[src/source/gfx_defs.svh]
`ifndef GFX_DEFS_SVH
`define GFX_DEFS_SVH

// register word offsets, decoded on AddressIn[7:1]
`define GFX_OFS_COMMAND 7'h00	// status on reads
`define GFX_OFS_X1 7'h01
`define GFX_OFS_Y1 7'h02
`define GFX_OFS_X2 7'h03
`define GFX_OFS_Y2 7'h04
`define GFX_OFS_COLOUR 7'h07	// colour latch on reads

// command codes written to the command register
`define GFX_CMD_HLINE 16'h0001
`define GFX_CMD_VLINE 16'h0002
`define GFX_CMD_PUTPIXEL 16'h000A
`define GFX_CMD_GETPIXEL 16'h000B
`define GFX_CMD_PALETTE 16'h0010

// visible area, lines stop at the first point outside
`define GFX_X_MAX 800
`define GFX_Y_MAX 480

// register values after reset
`define GFX_X2_RESET 16'd1024
`define GFX_Y2_RESET 16'd512
`define GFX_COLOUR_RESET 16'd4	// palette entry 4

`endif

[src/source/gfxPkg.sv]
`default_nettype none

package gfxPkg;

	typedef logic signed [15:0] coord_t;	// negative means off screen
	typedef logic [15:0] regWord_t;	// one cpu register word
	typedef logic [15:0] command_t;
	typedef logic [7:0] pixel_t;	// pixel value or palette index
	typedef logic [5:0] paletteAddr_t;	// 64 palette entries
	typedef logic [23:0] rgb_t;	// RRGGBB

	// frame buffer word address
	// each word holds two pixels, so a row has up to 512 column pairs
	typedef struct packed {
		logic [8:0] row;
		logic [8:0] columnPair;
	} fbRowCol_t;

	// same 18 bits, seen as row/pair fields or as the flat sram address
	typedef union packed {
		logic [17:0] flat;
		fbRowCol_t field;
	} fbAddr_t;

endpackage

`default_nettype wire

[src/source/gfxIfs.sv]
`default_nettype none

// drawing registers from the cpu register file plus the status handshake back
interface drawRegsIf;
	import gfxPkg::*;

	coord_t x1, y1, x2, y2;
	regWord_t colour;
	command_t command;
	logic commandWritten;	// set by a cpu write to command
	logic loadX1, loadY1;	// one cycle after an X1 / Y1 write
	logic clearCommand;
	logic setBusy, clearBusy;

	modport regs(output x1, y1, x2, y2, colour, command, commandWritten, loadX1, loadY1,
		input clearCommand, setBusy, clearBusy);
	modport seq(input colour, command, commandWritten,
		output clearCommand, setBusy, clearBusy);
	modport walk(input x1, y1, x2, y2, commandWritten, loadX1, loadY1);
endinterface

// one frame buffer access per cycle, strobes active low
interface pixelReqIf;
	import gfxPkg::*;

	fbAddr_t addr;
	pixel_t data;	// copied to both byte lanes
	logic upperL;	// even column
	logic lowerL;	// odd column
	logic rw;	// 0 = write

	modport src(output addr, data, upperL, lowerL, rw);
	modport sink(input addr, data, upperL, lowerL, rw);
endinterface

`default_nettype wire

[src/source/cpuRegisterFile.sv]
`default_nettype none
`include "gfx_defs.svh"

module cpuRegisterFile (
	input wire logic Clk,
	input wire logic rstN,
	input wire gfxPkg::regWord_t AddressIn,
	input wire gfxPkg::regWord_t DataInFromCPU,
	input wire logic AS_L,
	input wire logic UDS_L,
	input wire logic LDS_L,
	input wire logic RW,
	input wire logic GraphicsCS_L,
	input wire gfxPkg::pixel_t colourLatch,
	output gfxPkg::regWord_t DataOutToCPU,
	drawRegsIf.regs regs
);
	import gfxPkg::*;

	logic inWindow;	// 0x00xx
	logic writeSel, readSel;
	logic [6:0] offset;
	logic selCommand, selX1, selY1, selX2, selY2, selColour;
	logic idle;	// status bit 0

	// byte-laned update, a lane changes only when its strobe is low
	function automatic regWord_t mergeLanes(input regWord_t old, input regWord_t wr,
		input logic udsL, input logic ldsL);
		regWord_t merged;
		merged = old;
		if (!udsL)
			merged[15:8] = wr[15:8];
		if (!ldsL)
			merged[7:0] = wr[7:0];
		return merged;
	endfunction

	assign offset = AddressIn[7:1];
	assign inWindow = !GraphicsCS_L && !AS_L && (AddressIn[15:8] == 8'h00);
	assign writeSel = inWindow && !RW;
	assign readSel = inWindow && RW;

	assign selCommand = writeSel && (offset == `GFX_OFS_COMMAND);
	assign selX1 = writeSel && (offset == `GFX_OFS_X1);
	assign selY1 = writeSel && (offset == `GFX_OFS_Y1);
	assign selX2 = writeSel && (offset == `GFX_OFS_X2);
	assign selY2 = writeSel && (offset == `GFX_OFS_Y2);
	assign selColour = writeSel && (offset == `GFX_OFS_COLOUR);

	//////////////////////////////////////////////////////////////////////////////
	// drawing registers
	//////////////////////////////////////////////////////////////////////////////

	always_ff @(posedge Clk) begin
		if (!rstN) begin
			regs.x1 <= '0;
			regs.y1 <= '0;
			regs.x2 <= `GFX_X2_RESET;	// past the right edge
			regs.y2 <= `GFX_Y2_RESET;
			regs.colour <= `GFX_COLOUR_RESET;
			regs.command <= '0;
		end else begin
			if (selX1)
				regs.x1 <= mergeLanes(regs.x1, DataInFromCPU, UDS_L, LDS_L);
			if (selY1)
				regs.y1 <= mergeLanes(regs.y1, DataInFromCPU, UDS_L, LDS_L);
			if (selX2)
				regs.x2 <= mergeLanes(regs.x2, DataInFromCPU, UDS_L, LDS_L);
			if (selY2)
				regs.y2 <= mergeLanes(regs.y2, DataInFromCPU, UDS_L, LDS_L);
			if (selColour)
				regs.colour <= mergeLanes(regs.colour, DataInFromCPU, UDS_L, LDS_L);
			if (selCommand)
				regs.command <= mergeLanes(regs.command, DataInFromCPU, UDS_L, LDS_L);
		end
	end

	// command flag, idle flag and cursor load pulses
	always_ff @(posedge Clk) begin
		if (!rstN) begin
			regs.commandWritten <= 1'b0;
			regs.loadX1 <= 1'b0;
			regs.loadY1 <= 1'b0;
			idle <= 1'b1;
		end else begin
			regs.loadX1 <= selX1;	// late by one, X1 already holds the new value
			regs.loadY1 <= selY1;
			if (selCommand)
				regs.commandWritten <= 1'b1;
			else if (regs.clearCommand)
				regs.commandWritten <= 1'b0;
			if (regs.setBusy)
				idle <= 1'b0;
			else if (regs.clearBusy)
				idle <= 1'b1;
		end
	end

	// read side: status at 0, colour latch at 0x0E
	always_comb begin
		DataOutToCPU = '0;
		if (readSel) begin
			if (offset == `GFX_OFS_COMMAND)
				DataOutToCPU = {15'b0, idle};
			else if (offset == `GFX_OFS_COLOUR)
				DataOutToCPU = {8'b0, colourLatch};	// zero extended
		end
	end

endmodule

`default_nettype wire

[src/source/displayOutputs.sv]
`default_nettype none

module displayOutputs (
	input wire logic Clk,
	input wire logic rstN,
	pixelReqIf.sink req,
	input wire logic captureRead,
	input wire logic upperSel,
	input wire logic [15:0] SRam_DataIn,
	input wire logic paletteWe,
	input wire gfxPkg::paletteAddr_t colourIndex,
	input wire gfxPkg::rgb_t paletteRgb,
	output gfxPkg::pixel_t colourLatch,
	output logic [17:0] Sram_AddressOut,
	output logic [15:0] Sram_DataOut,
	output logic Sram_UDS_Out_L,
	output logic Sram_LDS_Out_L,
	output logic Sram_RW_Out,
	output gfxPkg::paletteAddr_t ColourPalletteAddr,
	output gfxPkg::rgb_t ColourPalletteData,
	output logic ColourPallette_WE_H
);
	import gfxPkg::*;

	pixel_t readByte;	// pixel picked out of the read word

	assign readByte = upperSel ? SRam_DataIn[15:8] : SRam_DataIn[7:0];

	// strobes and write enables, idle after reset
	always_ff @(posedge Clk) begin
		if (!rstN) begin
			Sram_UDS_Out_L <= 1'b1;
			Sram_LDS_Out_L <= 1'b1;
			Sram_RW_Out <= 1'b1;
			ColourPallette_WE_H <= 1'b0;
		end else begin
			Sram_UDS_Out_L <= req.upperL;
			Sram_LDS_Out_L <= req.lowerL;
			Sram_RW_Out <= req.rw;
			ColourPallette_WE_H <= paletteWe;	// one cycle pulse
		end
	end

	// address, data and the read latch
	always_ff @(posedge Clk) begin
		Sram_AddressOut <= req.addr.flat;
		Sram_DataOut <= {req.data, req.data};
		ColourPalletteAddr <= colourIndex;
		ColourPalletteData <= paletteRgb;
		if (captureRead)
			colourLatch <= readByte;
	end

endmodule

`default_nettype wire

[src/source/drawSequencer.sv]
`default_nettype none
`include "gfx_defs.svh"

module drawSequencer (
	input wire logic Clk,
	input wire logic rstN,
	input wire logic AS_L,
	input wire logic VSync_L,
	drawRegsIf.seq regs,
	input wire logic hDone,
	input wire logic vDone,
	input wire gfxPkg::fbAddr_t pixelAddr,
	input wire logic upperSel,
	output logic stepX,
	output logic stepY,
	pixelReqIf.src req,
	output logic captureRead,
	output logic paletteWe
);

	typedef enum logic [3:0] {
		Idle,
		ProcessCommand,
		DrawPixel,
		ReadPixel,
		ReadPixel1,
		ReadPixel2,
		DrawHLine,
		DrawVLine,
		PaletteProgram
	} state_t;

	state_t state, nextState;
	logic pixelWrite;	// single-lane write this cycle

	always_ff @(posedge Clk) begin
		if (!rstN)
			state <= Idle;
		else
			state <= nextState;
	end

	//////////////////////////////////////////////////////////////////////////////
	// next state and per-state access
	//////////////////////////////////////////////////////////////////////////////

	always_comb begin
		nextState = Idle;	// anything unknown falls back here
		pixelWrite = 1'b0;
		stepX = 1'b0;
		stepY = 1'b0;
		captureRead = 1'b0;
		paletteWe = 1'b0;
		regs.clearCommand = 1'b0;
		regs.setBusy = 1'b0;
		regs.clearBusy = 1'b0;

		req.addr = pixelAddr;
		req.data = regs.colour[7:0];	// repeated on both lanes downstream
		req.upperL = 1'b1;
		req.lowerL = 1'b1;
		req.rw = 1'b1;

		case (state)
			Idle: begin
				regs.clearBusy = 1'b1;
				if (regs.commandWritten && AS_L)	// cpu has released the bus
					nextState = ProcessCommand;
			end
			ProcessCommand: begin
				regs.setBusy = 1'b1;
				regs.clearCommand = 1'b1;
				case (regs.command)
					`GFX_CMD_PUTPIXEL: nextState = DrawPixel;
					`GFX_CMD_GETPIXEL: nextState = ReadPixel;
					`GFX_CMD_HLINE: nextState = DrawHLine;
					`GFX_CMD_VLINE: nextState = DrawVLine;
					`GFX_CMD_PALETTE: nextState = PaletteProgram;
					default: nextState = Idle;
				endcase
			end
			DrawPixel: begin
				pixelWrite = 1'b1;
			end
			ReadPixel: begin
				req.upperL = 1'b0;	// read the whole word
				req.lowerL = 1'b0;
				nextState = ReadPixel1;
			end
			ReadPixel1: begin
				nextState = ReadPixel2;	// sram latches the address here
			end
			ReadPixel2: begin
				captureRead = 1'b1;	// data is on SRam_DataIn now
			end
			DrawHLine: begin
				if (!hDone) begin
					pixelWrite = 1'b1;
					stepX = 1'b1;
					nextState = DrawHLine;
				end
			end
			DrawVLine: begin
				if (!vDone) begin
					pixelWrite = 1'b1;
					stepY = 1'b1;
					nextState = DrawVLine;
				end
			end
			PaletteProgram: begin
				// only touch the palette during vertical blanking
				if (!VSync_L)
					paletteWe = 1'b1;
				else
					nextState = PaletteProgram;
			end
			default: nextState = Idle;
		endcase

		if (pixelWrite) begin
			req.rw = 1'b0;
			req.upperL = !upperSel;
			req.lowerL = upperSel;
		end
	end

endmodule

`default_nettype wire

[src/source/graphicsController.sv]
`default_nettype none

module graphicsController (
	input wire logic Clk,
	input wire logic rstN,
	input wire gfxPkg::regWord_t AddressIn,
	input wire gfxPkg::regWord_t DataInFromCPU,
	input wire logic AS_L,
	input wire logic UDS_L,
	input wire logic LDS_L,
	input wire logic RW,
	input wire logic GraphicsCS_L,
	input wire logic VSync_L,	// palette writes wait for this low
	input wire logic [15:0] SRam_DataIn,
	output gfxPkg::regWord_t DataOutToCPU,
	output logic [17:0] Sram_AddressOut,
	output logic [15:0] Sram_DataOut,
	output logic Sram_UDS_Out_L,
	output logic Sram_LDS_Out_L,
	output logic Sram_RW_Out,
	output gfxPkg::paletteAddr_t ColourPalletteAddr,
	output gfxPkg::rgb_t ColourPalletteData,
	output logic ColourPallette_WE_H
);
	import gfxPkg::*;

	drawRegsIf drawRegs();
	pixelReqIf pixelReq();

	fbAddr_t pixelAddr;
	pixel_t colourLatch;
	logic upperSel;
	logic hDone, vDone;
	logic stepX, stepY;
	logic captureRead;
	logic paletteWe;

	cpuRegisterFile cpuRegisterFile_inst (
		.Clk(Clk), .rstN(rstN), .AddressIn(AddressIn), .DataInFromCPU(DataInFromCPU),
		.AS_L(AS_L), .UDS_L(UDS_L), .LDS_L(LDS_L), .RW(RW), .GraphicsCS_L(GraphicsCS_L),
		.colourLatch(colourLatch), .DataOutToCPU(DataOutToCPU), .regs(drawRegs.regs)
	);

	spanWalker spanWalker_inst (
		.Clk(Clk), .rstN(rstN), .regs(drawRegs.walk), .stepX(stepX), .stepY(stepY),
		.pixelAddr(pixelAddr), .upperSel(upperSel), .hDone(hDone), .vDone(vDone)
	);

	drawSequencer drawSequencer_inst (
		.Clk(Clk), .rstN(rstN), .AS_L(AS_L), .VSync_L(VSync_L), .regs(drawRegs.seq),
		.hDone(hDone), .vDone(vDone), .pixelAddr(pixelAddr), .upperSel(upperSel),
		.stepX(stepX), .stepY(stepY), .req(pixelReq.src), .captureRead(captureRead),
		.paletteWe(paletteWe)
	);

	// palette entry is Colour[5:0], value {X1[7:0], Y1}
	displayOutputs displayOutputs_inst (
		.Clk(Clk), .rstN(rstN), .req(pixelReq.sink), .captureRead(captureRead),
		.upperSel(upperSel), .SRam_DataIn(SRam_DataIn), .paletteWe(paletteWe),
		.colourIndex(drawRegs.colour[5:0]), .paletteRgb({drawRegs.x1[7:0], drawRegs.y1}),
		.colourLatch(colourLatch), .Sram_AddressOut(Sram_AddressOut),
		.Sram_DataOut(Sram_DataOut), .Sram_UDS_Out_L(Sram_UDS_Out_L),
		.Sram_LDS_Out_L(Sram_LDS_Out_L), .Sram_RW_Out(Sram_RW_Out),
		.ColourPalletteAddr(ColourPalletteAddr), .ColourPalletteData(ColourPalletteData),
		.ColourPallette_WE_H(ColourPallette_WE_H)
	);

endmodule

`default_nettype wire

[src/source/spanWalker.sv]
`default_nettype none
`include "gfx_defs.svh"

module spanWalker (
	input wire logic Clk,
	input wire logic rstN,
	drawRegsIf.walk regs,
	input wire logic stepX,
	input wire logic stepY,
	output gfxPkg::fbAddr_t pixelAddr,
	output logic upperSel,
	output logic hDone,
	output logic vDone
);
	import gfxPkg::*;

	coord_t curX, curY;	// line cursor
	logic xOnScreen, yOnScreen;

	//////////////////////////////////////////////////////////////////////////////
	// cursor
	//////////////////////////////////////////////////////////////////////////////

	// reloads on an X1/Y1 write and again while a command waits to start,
	// so every command begins at (X1, Y1)
	always_ff @(posedge Clk) begin
		if (!rstN) begin
			curX <= '0;
			curY <= '0;
		end else begin
			if (regs.loadX1 || regs.commandWritten)
				curX <= regs.x1;
			else if (stepX)
				curX <= curX + 16'sd1;	// hline walks right

			if (regs.loadY1 || regs.commandWritten)
				curY <= regs.y1;
			else if (stepY)
				curY <= curY + 16'sd1;	// vline walks down
		end
	end

	// clip test against the visible area
	assign xOnScreen = (curX >= 0) && (curX < `GFX_X_MAX);
	assign yOnScreen = (curY >= 0) && (curY < `GFX_Y_MAX);

	// end of span: reached X2 / Y2 (exclusive) or left the screen
	assign hDone = (curX >= regs.x2) || !xOnScreen || !yOnScreen;
	assign vDone = (curY >= regs.y2) || !xOnScreen || !yOnScreen;

	// row then column pair
	// curX only moves on hlines, so a vline addresses column X1
	always_comb begin
		pixelAddr.field.row = curY[8:0];
		pixelAddr.field.columnPair = curX[9:1];
	end

	assign upperSel = !curX[0];	// even column lives in the upper byte

endmodule

`default_nettype wire

[config.mk]
export PLATFORM = sky130hd
export DESIGN_NAME = graphicsController
export DESIGN_NICKNAME = d
export VERILOG_FILES = /design/src/source/gfxPkg.sv /design/src/source/gfxIfs.sv /design/src/source/cpuRegisterFile.sv /design/src/source/displayOutputs.sv /design/src/source/drawSequencer.sv /design/src/source/graphicsController.sv /design/src/source/spanWalker.sv
export VERILOG_INCLUDE_DIRS = /design/src /design/src/source
export SDC_FILE = /design/constraint.sdc
export NUM_CORES = 1
export LEC_CHECK = 0
export BUFFER_PORTS_ARGS = -buffer_cell sky130_fd_sc_hd__buf_4
export CAP_MARGIN = 0
export CORE_UTILIZATION = 40
export CTS_CLUSTER_SIZE = 12
export DETAILED_ROUTE_END_ITERATION = 7
export PLACE_DENSITY = 0.6
export SYNTH_ARGS = -nofsm -noshare
export SYNTH_HDL_FRONTEND = slang
export SYNTH_HIERARCHICAL = 1
export SYNTH_SLANG_ARGS = --single-unit
[constraint.sdc]
create_clock -name Clk -period 5.1 [get_ports Clk]
set_clock_uncertainty 0.1 [all_clocks]
set_input_delay 0.51 -clock Clk [delete_from_list [all_inputs] [get_ports Clk]]
set_output_delay 0.51 -clock Clk [all_outputs]
set_load 0.02 [all_outputs]
==> results of run 1 <==
-- power by group through the flow --
stage | Clock (mW) | Combinational, mW | Sequential (mW)
after global routing | 1.41 | 0.108 | 1.54
final | 1.31 | 0.100 | 1.54
after CTS | 1.34 | 0.101 | 1.54
after detailed placement | 0 | 0.101 | 1.57
after floorplan | 0 | 0.0464 | 1.57
after global placement | 0 | 0.101 | 1.57
-- worst max-delay path, cell delays in order (launching register included) --
cell	delay [ns]
dfxtp_1	0.37
ha_1	0.34
nand4_1	0.17
or4_1	0.57
o2111ai_1	0.23
mux2i_1	0.20
o311ai_1	0.16
or2_2	0.34
nor2_1	0.37
and3_1	0.34
nand3_1	0.13
or3_1	0.37
a311oi_1	0.25
-- worst max path at each step --
stage	cells after the start	end	slack [ns]	start
3_3_place_gp	12	spanWalker_inst/curX[14]	1.18	spanWalker_inst/curX[9]
4_1_cts	12	spanWalker_inst/curX[14]	1.09	spanWalker_inst/curX[11]
2_1_floorplan	15	spanWalker_inst/curX[9]	1.55	cpuRegisterFile_inst/regs.x2[15]
3_5_place_dp	12	spanWalker_inst/curX[14]	1.11	spanWalker_inst/curX[11]
6_report	12	spanWalker_inst/curX[14]	1.07	spanWalker_inst/curX[11]
5_1_grt	16	spanWalker_inst/curY[15]	0.75	spanWalker_inst/curY[0]
-- layout make-up --
type / instances / area share, %
Sequential cell: 196 / 40.05
Clock inverter: 15 / 1.502
Inverter: 40 / 1.502
Multi-Input combinational cell: 563 / 39.12
Clock buffer: 17 / 4.255
Timing Repair Buffer: 135 / 10.14
Tap cell: 275 / 3.441
-- through the flow --
step / worst slack [ns] / cell area [um^2]
floorplan: 1.549 / 8652
global placement: 1.185 / 9423
detailed placement: 1.107 / 9423
CTS: 1.092 / 9998
global route: 0.7541 / 9998
finish: 1.075 / 9998
-- state kept, by name (all words and copies together), names as in the netlist --
register	count
cpuRegisterFile_inst/regs.y2	16
displayOutputs_inst/ColourPalletteAddr	6
cpuRegisterFile_inst/regs.x2	16
cpuRegisterFile_inst/regs.commandWritten	1
cpuRegisterFile_inst/idle	1
displayOutputs_inst/Sram_LDS_Out_L	1
cpuRegisterFile_inst/regs.command	16
displayOutputs_inst/ColourPalletteData	24
spanWalker_inst/curY	16
displayOutputs_inst/colourLatch	8
cpuRegisterFile_inst/regs.y1	16
cpuRegisterFile_inst/regs.x1	16
displayOutputs_inst/ColourPallette_WE_H	1
spanWalker_inst/curX	16
cpuRegisterFile_inst/regs.loadY1	1
drawSequencer_inst/state	4
displayOutputs_inst/Sram_RW_Out	1
cpuRegisterFile_inst/regs.colour	8
cpuRegisterFile_inst/regs.loadX1	1
displayOutputs_inst/Sram_UDS_Out_L	1
displayOutputs_inst/Sram_AddressOut	18
displayOutputs_inst/Sram_DataOut	8
-- layer usage --
layer  global-route usage [%]  part of all wire (%)  up-vias
met5                        0                     0        -
met4                    5.816                   1.1        0
met3                    4.067                   4.8       13
met2                    29.56                    46      139
met1                    24.87                    48     2849
li1                         -                     -     3113
==> reports/metrics.yaml, run 1 <==
run_status:
  status: "completed"
synth:
  netlist_area_um2: 8626
  postSynthAreaPerCell_um2: 9.769
  synthCells: 883
  ys_warn_count: 6
placement:
  port_buffers: 130
  hpwlAfterDp_mm: 14.36
  globalplace.congestion: 0.7861
  dp_cells: 1209
routing:
  vias: 6114
  wire_per_inst_um: 15.97
  drt_iter0_markers: 316
  drc: 0
  ant_nets: 0
  via_per_inst: 4.927
  first_pass_iters: 5
  routed_wl_mm: 19.82
critical_path:
  timing.rr.start: "spanWalker_inst/curX[11]"
  r2r_cells: 12
  path_max_fanout: 6
  critical_path.startpoint_type: "register"
  arrival_ns: 4.26
  cp-end-kind: "register"
  critical_path_class: "reg -> reg"
  critPathRequiredTime_ns: 5.33
  worst-r2r-setup-slack_ns: 1.07
  reg2reg_to: "spanWalker_inst/curX[14]"
hold_path:
  hp-start: "AddressIn[1]"
  min_to: "cpuRegisterFile_inst/regs.loadY1"
  hold_path_depth: 2
  hold_path_class: "in -> reg"
timing:
  rsz0062_at_grt: "no"
  fmax_mhz: 248.4
  post-route-min-period_ns: 4.025
  hold_viol_final: 0
  finalSetupTns_ns: 0
  final-setup-viol-count: 0
  fin_crit_sh_pct: 78.93
  finalMaxSlewViolations: 0
  worst_pin_slew_ns: 1.180
  relSlewSlack_pct: 20.73
  whs_ns: 0.2055
floorplanning:
  pin_count: 140
  die_h_um: 148.9
  die-width_um: 148.9
  num_rows: 53
  core_area_um2: 21090
  die_area_um2: 22160
  start_util_pct: 40.90
clock_tree:
  cts_hold_buffers: 0
  insertion_delay_ns: 0.43
  clock_path_buffers: 2
  cts_root_buf: "clkbuf_16"
  cts.sinks: 196
  postCtsSetupBuffers: 0
  cts_tree: "yes"
  post_cts_resized: 0
  clkSlewWorstSetupHoldPaths_ns: 0.07
  htreeDepth: 4
  cts_buffers: 17
finish:
  fin_nets: 1045
  fin_cells: 1241
  area_growth_pct: 15.91
  drive_gt1_share_pct: 20.91
  layout_common_cells: "188 x dfxtp_1, 135 x buf_4, 130 x nand2_1, 89 x mux2i_1, 42 x nor2_1"
  final_common_cell: "dfxtp_1"
  filler_cell_count: 2036
  utilization_pct: 47.41
  multi_input_area_um2: 3911
  diodes: 0
  ff_latch_area_um2: 4004
power:
  leakage_nw: 4.448
  power.internal_mw: 2.235
  power_density_nw_per_um2: 294.8
  ir_drop_mv: 0.2402
  comb_power_share_pct: 3.4
  fin_total_pwr_mw: 2.947
  p_switching_mw: 0.7122
  swShare_pct: 24.17
  pwr-share-seq_pct: 52.2
  clockPowerShare_pct: 44.4
global_routing:
  grt_max_degree: 65
  grt_pass1_vias: 5865
  grt_use_total_pct: 18.52
  grt-ovfl-total: 0
  grt_pass1_wl_mm: 31.44
  antenna_found_initial: 0
job:
  maxCapViolations: 0
Note: power is estimated with default switching activity, not from simulation.
==> inputs of run 2 (changes only) <==
- clock period: 5.1 -> 3.8 ns (I/O delays scaled with it)
==> reports/metrics.yaml, run 2 (synthesis results as in run 1) <==
floorplanning:
  pin_count: 140  # unchanged
  start_util_pct: 40.90  # unchanged
  die_area_um2: 22160  # unchanged
  die-width_um: 148.9  # unchanged
  die_h_um: 148.9  # unchanged
  num_rows: 53  # unchanged
  core_area_um2: 21090  # unchanged
clock_tree:
  cts_buffers: 17  # unchanged
  insertion_delay_ns: 0.43  # about the same
  cts_root_buf: "clkbuf_16"
  clkSlewWorstSetupHoldPaths_ns: 0.08  # about the same
  cts.sinks: 196  # unchanged
  htreeDepth: 4  # unchanged
  cts_hold_buffers: 0  # unchanged
  cts_tree: "yes"
  clock_path_buffers: 2  # unchanged
finish:
  fin_cells: 1285  # +3.5%
  utilization_pct: 49.43  # +2.0 points
  area_growth_pct: 20.84
  final_cell_area_um2: 10420  # +4.3%
  regMostFlops: "displayOutputs_inst/ColourPalletteData"
  fin_nets: 1089  # +4.2%
  top_regs: "displayOutputs_inst/ColourPalletteData x24, displayOutputs_inst/Sram_AddressOut x18"
  layout_common_cells: "188 x dfxtp_1, 178 x buf_4, 130 x nand2_1, 89 x mux2i_1"
  diodes: 0  # unchanged
  drive_gt1_share_pct: 25.74  # +4.8 points
  final_common_cell: "dfxtp_1"
  filler_cell_count: 2052  # +0.79%
  largest_reg_flops: 24  # unchanged
placement:
  dp_cells: 1252  # +3.6%
  port_buffers: 130  # unchanged
  dp_slack_ns: 0.03178  # -1.075 ns
  hpwlAfterDp_mm: 14.92  # +3.9%
  placed_area_um2: 9758  # +3.6%
  globalplace.congestion: 0.7884  # +0.29%
critical_path:
  critPathRequiredTime_ns: 3.96  # -1.37 ns
  crit_slowest_cell: "dfxtp_1"
  slowest_delay_ns: 0.33  # -0.24 ns
  crit_buf_inv: 7  # +7
  path_max_fanout: 6  # unchanged
  critical_path_class: "reg -> reg"
  cpMostUsedCell: "buf_4"
  critical_path.startpoint_type: "register"
  path_cells: "inv_1 -> ha_1 -> nor2b_1 -> o211ai_1 -> a2111oi_2 -> buf_4 -> a211o_1 -> o21ba_1 -> o211ai_1 -> buf_4 -> nand2b_4 -> nor2_4 -> buf_4 -> buf_4 -> nand2_1 -> nor2_1 -> buf_4 -> and3_4 -> buf_4 -> xnor2_1 -> a21oi_1"
  cp-end-kind: "register"
  cp_top_family: "compound AO/OA/AOI/OAI gates"
  arrival_ns: 3.83  # -0.43 ns
timing:
  relSlewSlack_pct: 18.69  # -2.0 points
  whs_ns: 0.06504  # -0.1405 ns
  fin_crit_sh_pct: 96.51  # +18 points
  hold_viol_final: 0  # unchanged
  final-setup-viol-count: 0  # unchanged
  finalMaxSlewViolations: 0  # unchanged
  setup_ws_ns: 0.1325  # -0.9423 ns
  finalSetupTns_ns: 0  # unchanged
  fmax_mhz: 272.7  # +9.8%
  post-route-min-period_ns: 3.668  # -0.3577 ns
  worst_pin_slew_ns: 1.210  # +0.03025 ns
global_routing:
  grt_max_degree: 71  # +9.2%
  antenna_found_initial: 0  # unchanged
  grt_pass1_wl_mm: 31.78  # +1.1%
  grt_pass1_vias: 5900  # +0.60%
  grt-ovfl-total: 0  # unchanged
  grt_use_total_pct: 18.85  # +0.33 points
power:
  power_density_nw_per_um2: 379.3  # +29%
  leakage_nw: 4.703  # +5.7%
  fin_total_pwr_mw: 3.954  # +34%
  ir_drop_mv: 0.3305  # +38%
routing:
  vias: 6322  # +3.4%
  ant_nets: 0  # unchanged
  first_pass_iters: 4  # -1
  via_per_inst: 4.920  # -0.14%
  routed_wl_mm: 20.39  # +2.9%
  drc: 0  # unchanged
  drt_iter0_markers: 322  # +1.9%
  wire_per_inst_um: 15.87  # -0.64%
hold_path:
  hold_path_class: "in -> reg"
job:
  maxCapViolations: 0  # unchanged
run_status:
  status: "completed"
## run 2: where the power goes
part	total, mW	switching, mW	internal, mW
sequential	2.06	0.00000630	2.06
combinational	0.137	0.0840	0.0531
clock	1.75	0.870	0.882
## run 2: layout make-up
type	instances	area, um^2	share of cell area [%]
inverter	40	150.1	1.440
sequential	196	4004	38.41
tap	275	344.1	3.301
timing repair buffer	179	1356	13.01
clock inverter	15	152.6	1.464
clock buffer	17	425.4	4.081
multi-input combinational	563	3991	38.29
## run 2: timing repair
item,CTS,global route
pin swaps,0,5
hold endpoints to repair,0,0
gates resized for setup,1,15
setup buffers,0,1
endpoints found under the setup margin,1,14
## run 2: path summary, 6_finish.rpt
kind	start	to	slack, ns	depth (start not counted)
max	cpuRegisterFile_inst/regs.y2[1]	spanWalker_inst/curY[12]	0.13	21
min	AddressIn[1]	cpuRegisterFile_inst/regs.loadY1	0.07	2
min reg2reg	cpuRegisterFile_inst/regs.colour[7]	displayOutputs_inst/Sram_DataOut[7]	0.26	0
max reg2reg	cpuRegisterFile_inst/regs.y2[1]	spanWalker_inst/curY[12]	0.13	21
## run 2: worst register-to-register path, delay by kind of cell (launching register included)
family	cells	cell delay (ns)
compound gates	6	1.11
xor+xnor	1	0.12
fa+ha+maj	1	0.29
buf+inv	7	0.92
flops	1	0.33
simple gates	6	0.65
## run 2: per-layer routing
| metal | up-vias | share of wire [%] | track usage, % |
|---|---|---|---|
| met1 | 2937 | 47 | 25.34 |
| li1 | 3207 | - | - |
| met4 | 0 | 1.9 | 7.041 |
| met2 | 156 | 47 | 30.12 |
| met5 | - | 0 | 0 |
| met3 | 22 | 4.3 | 3.364 |
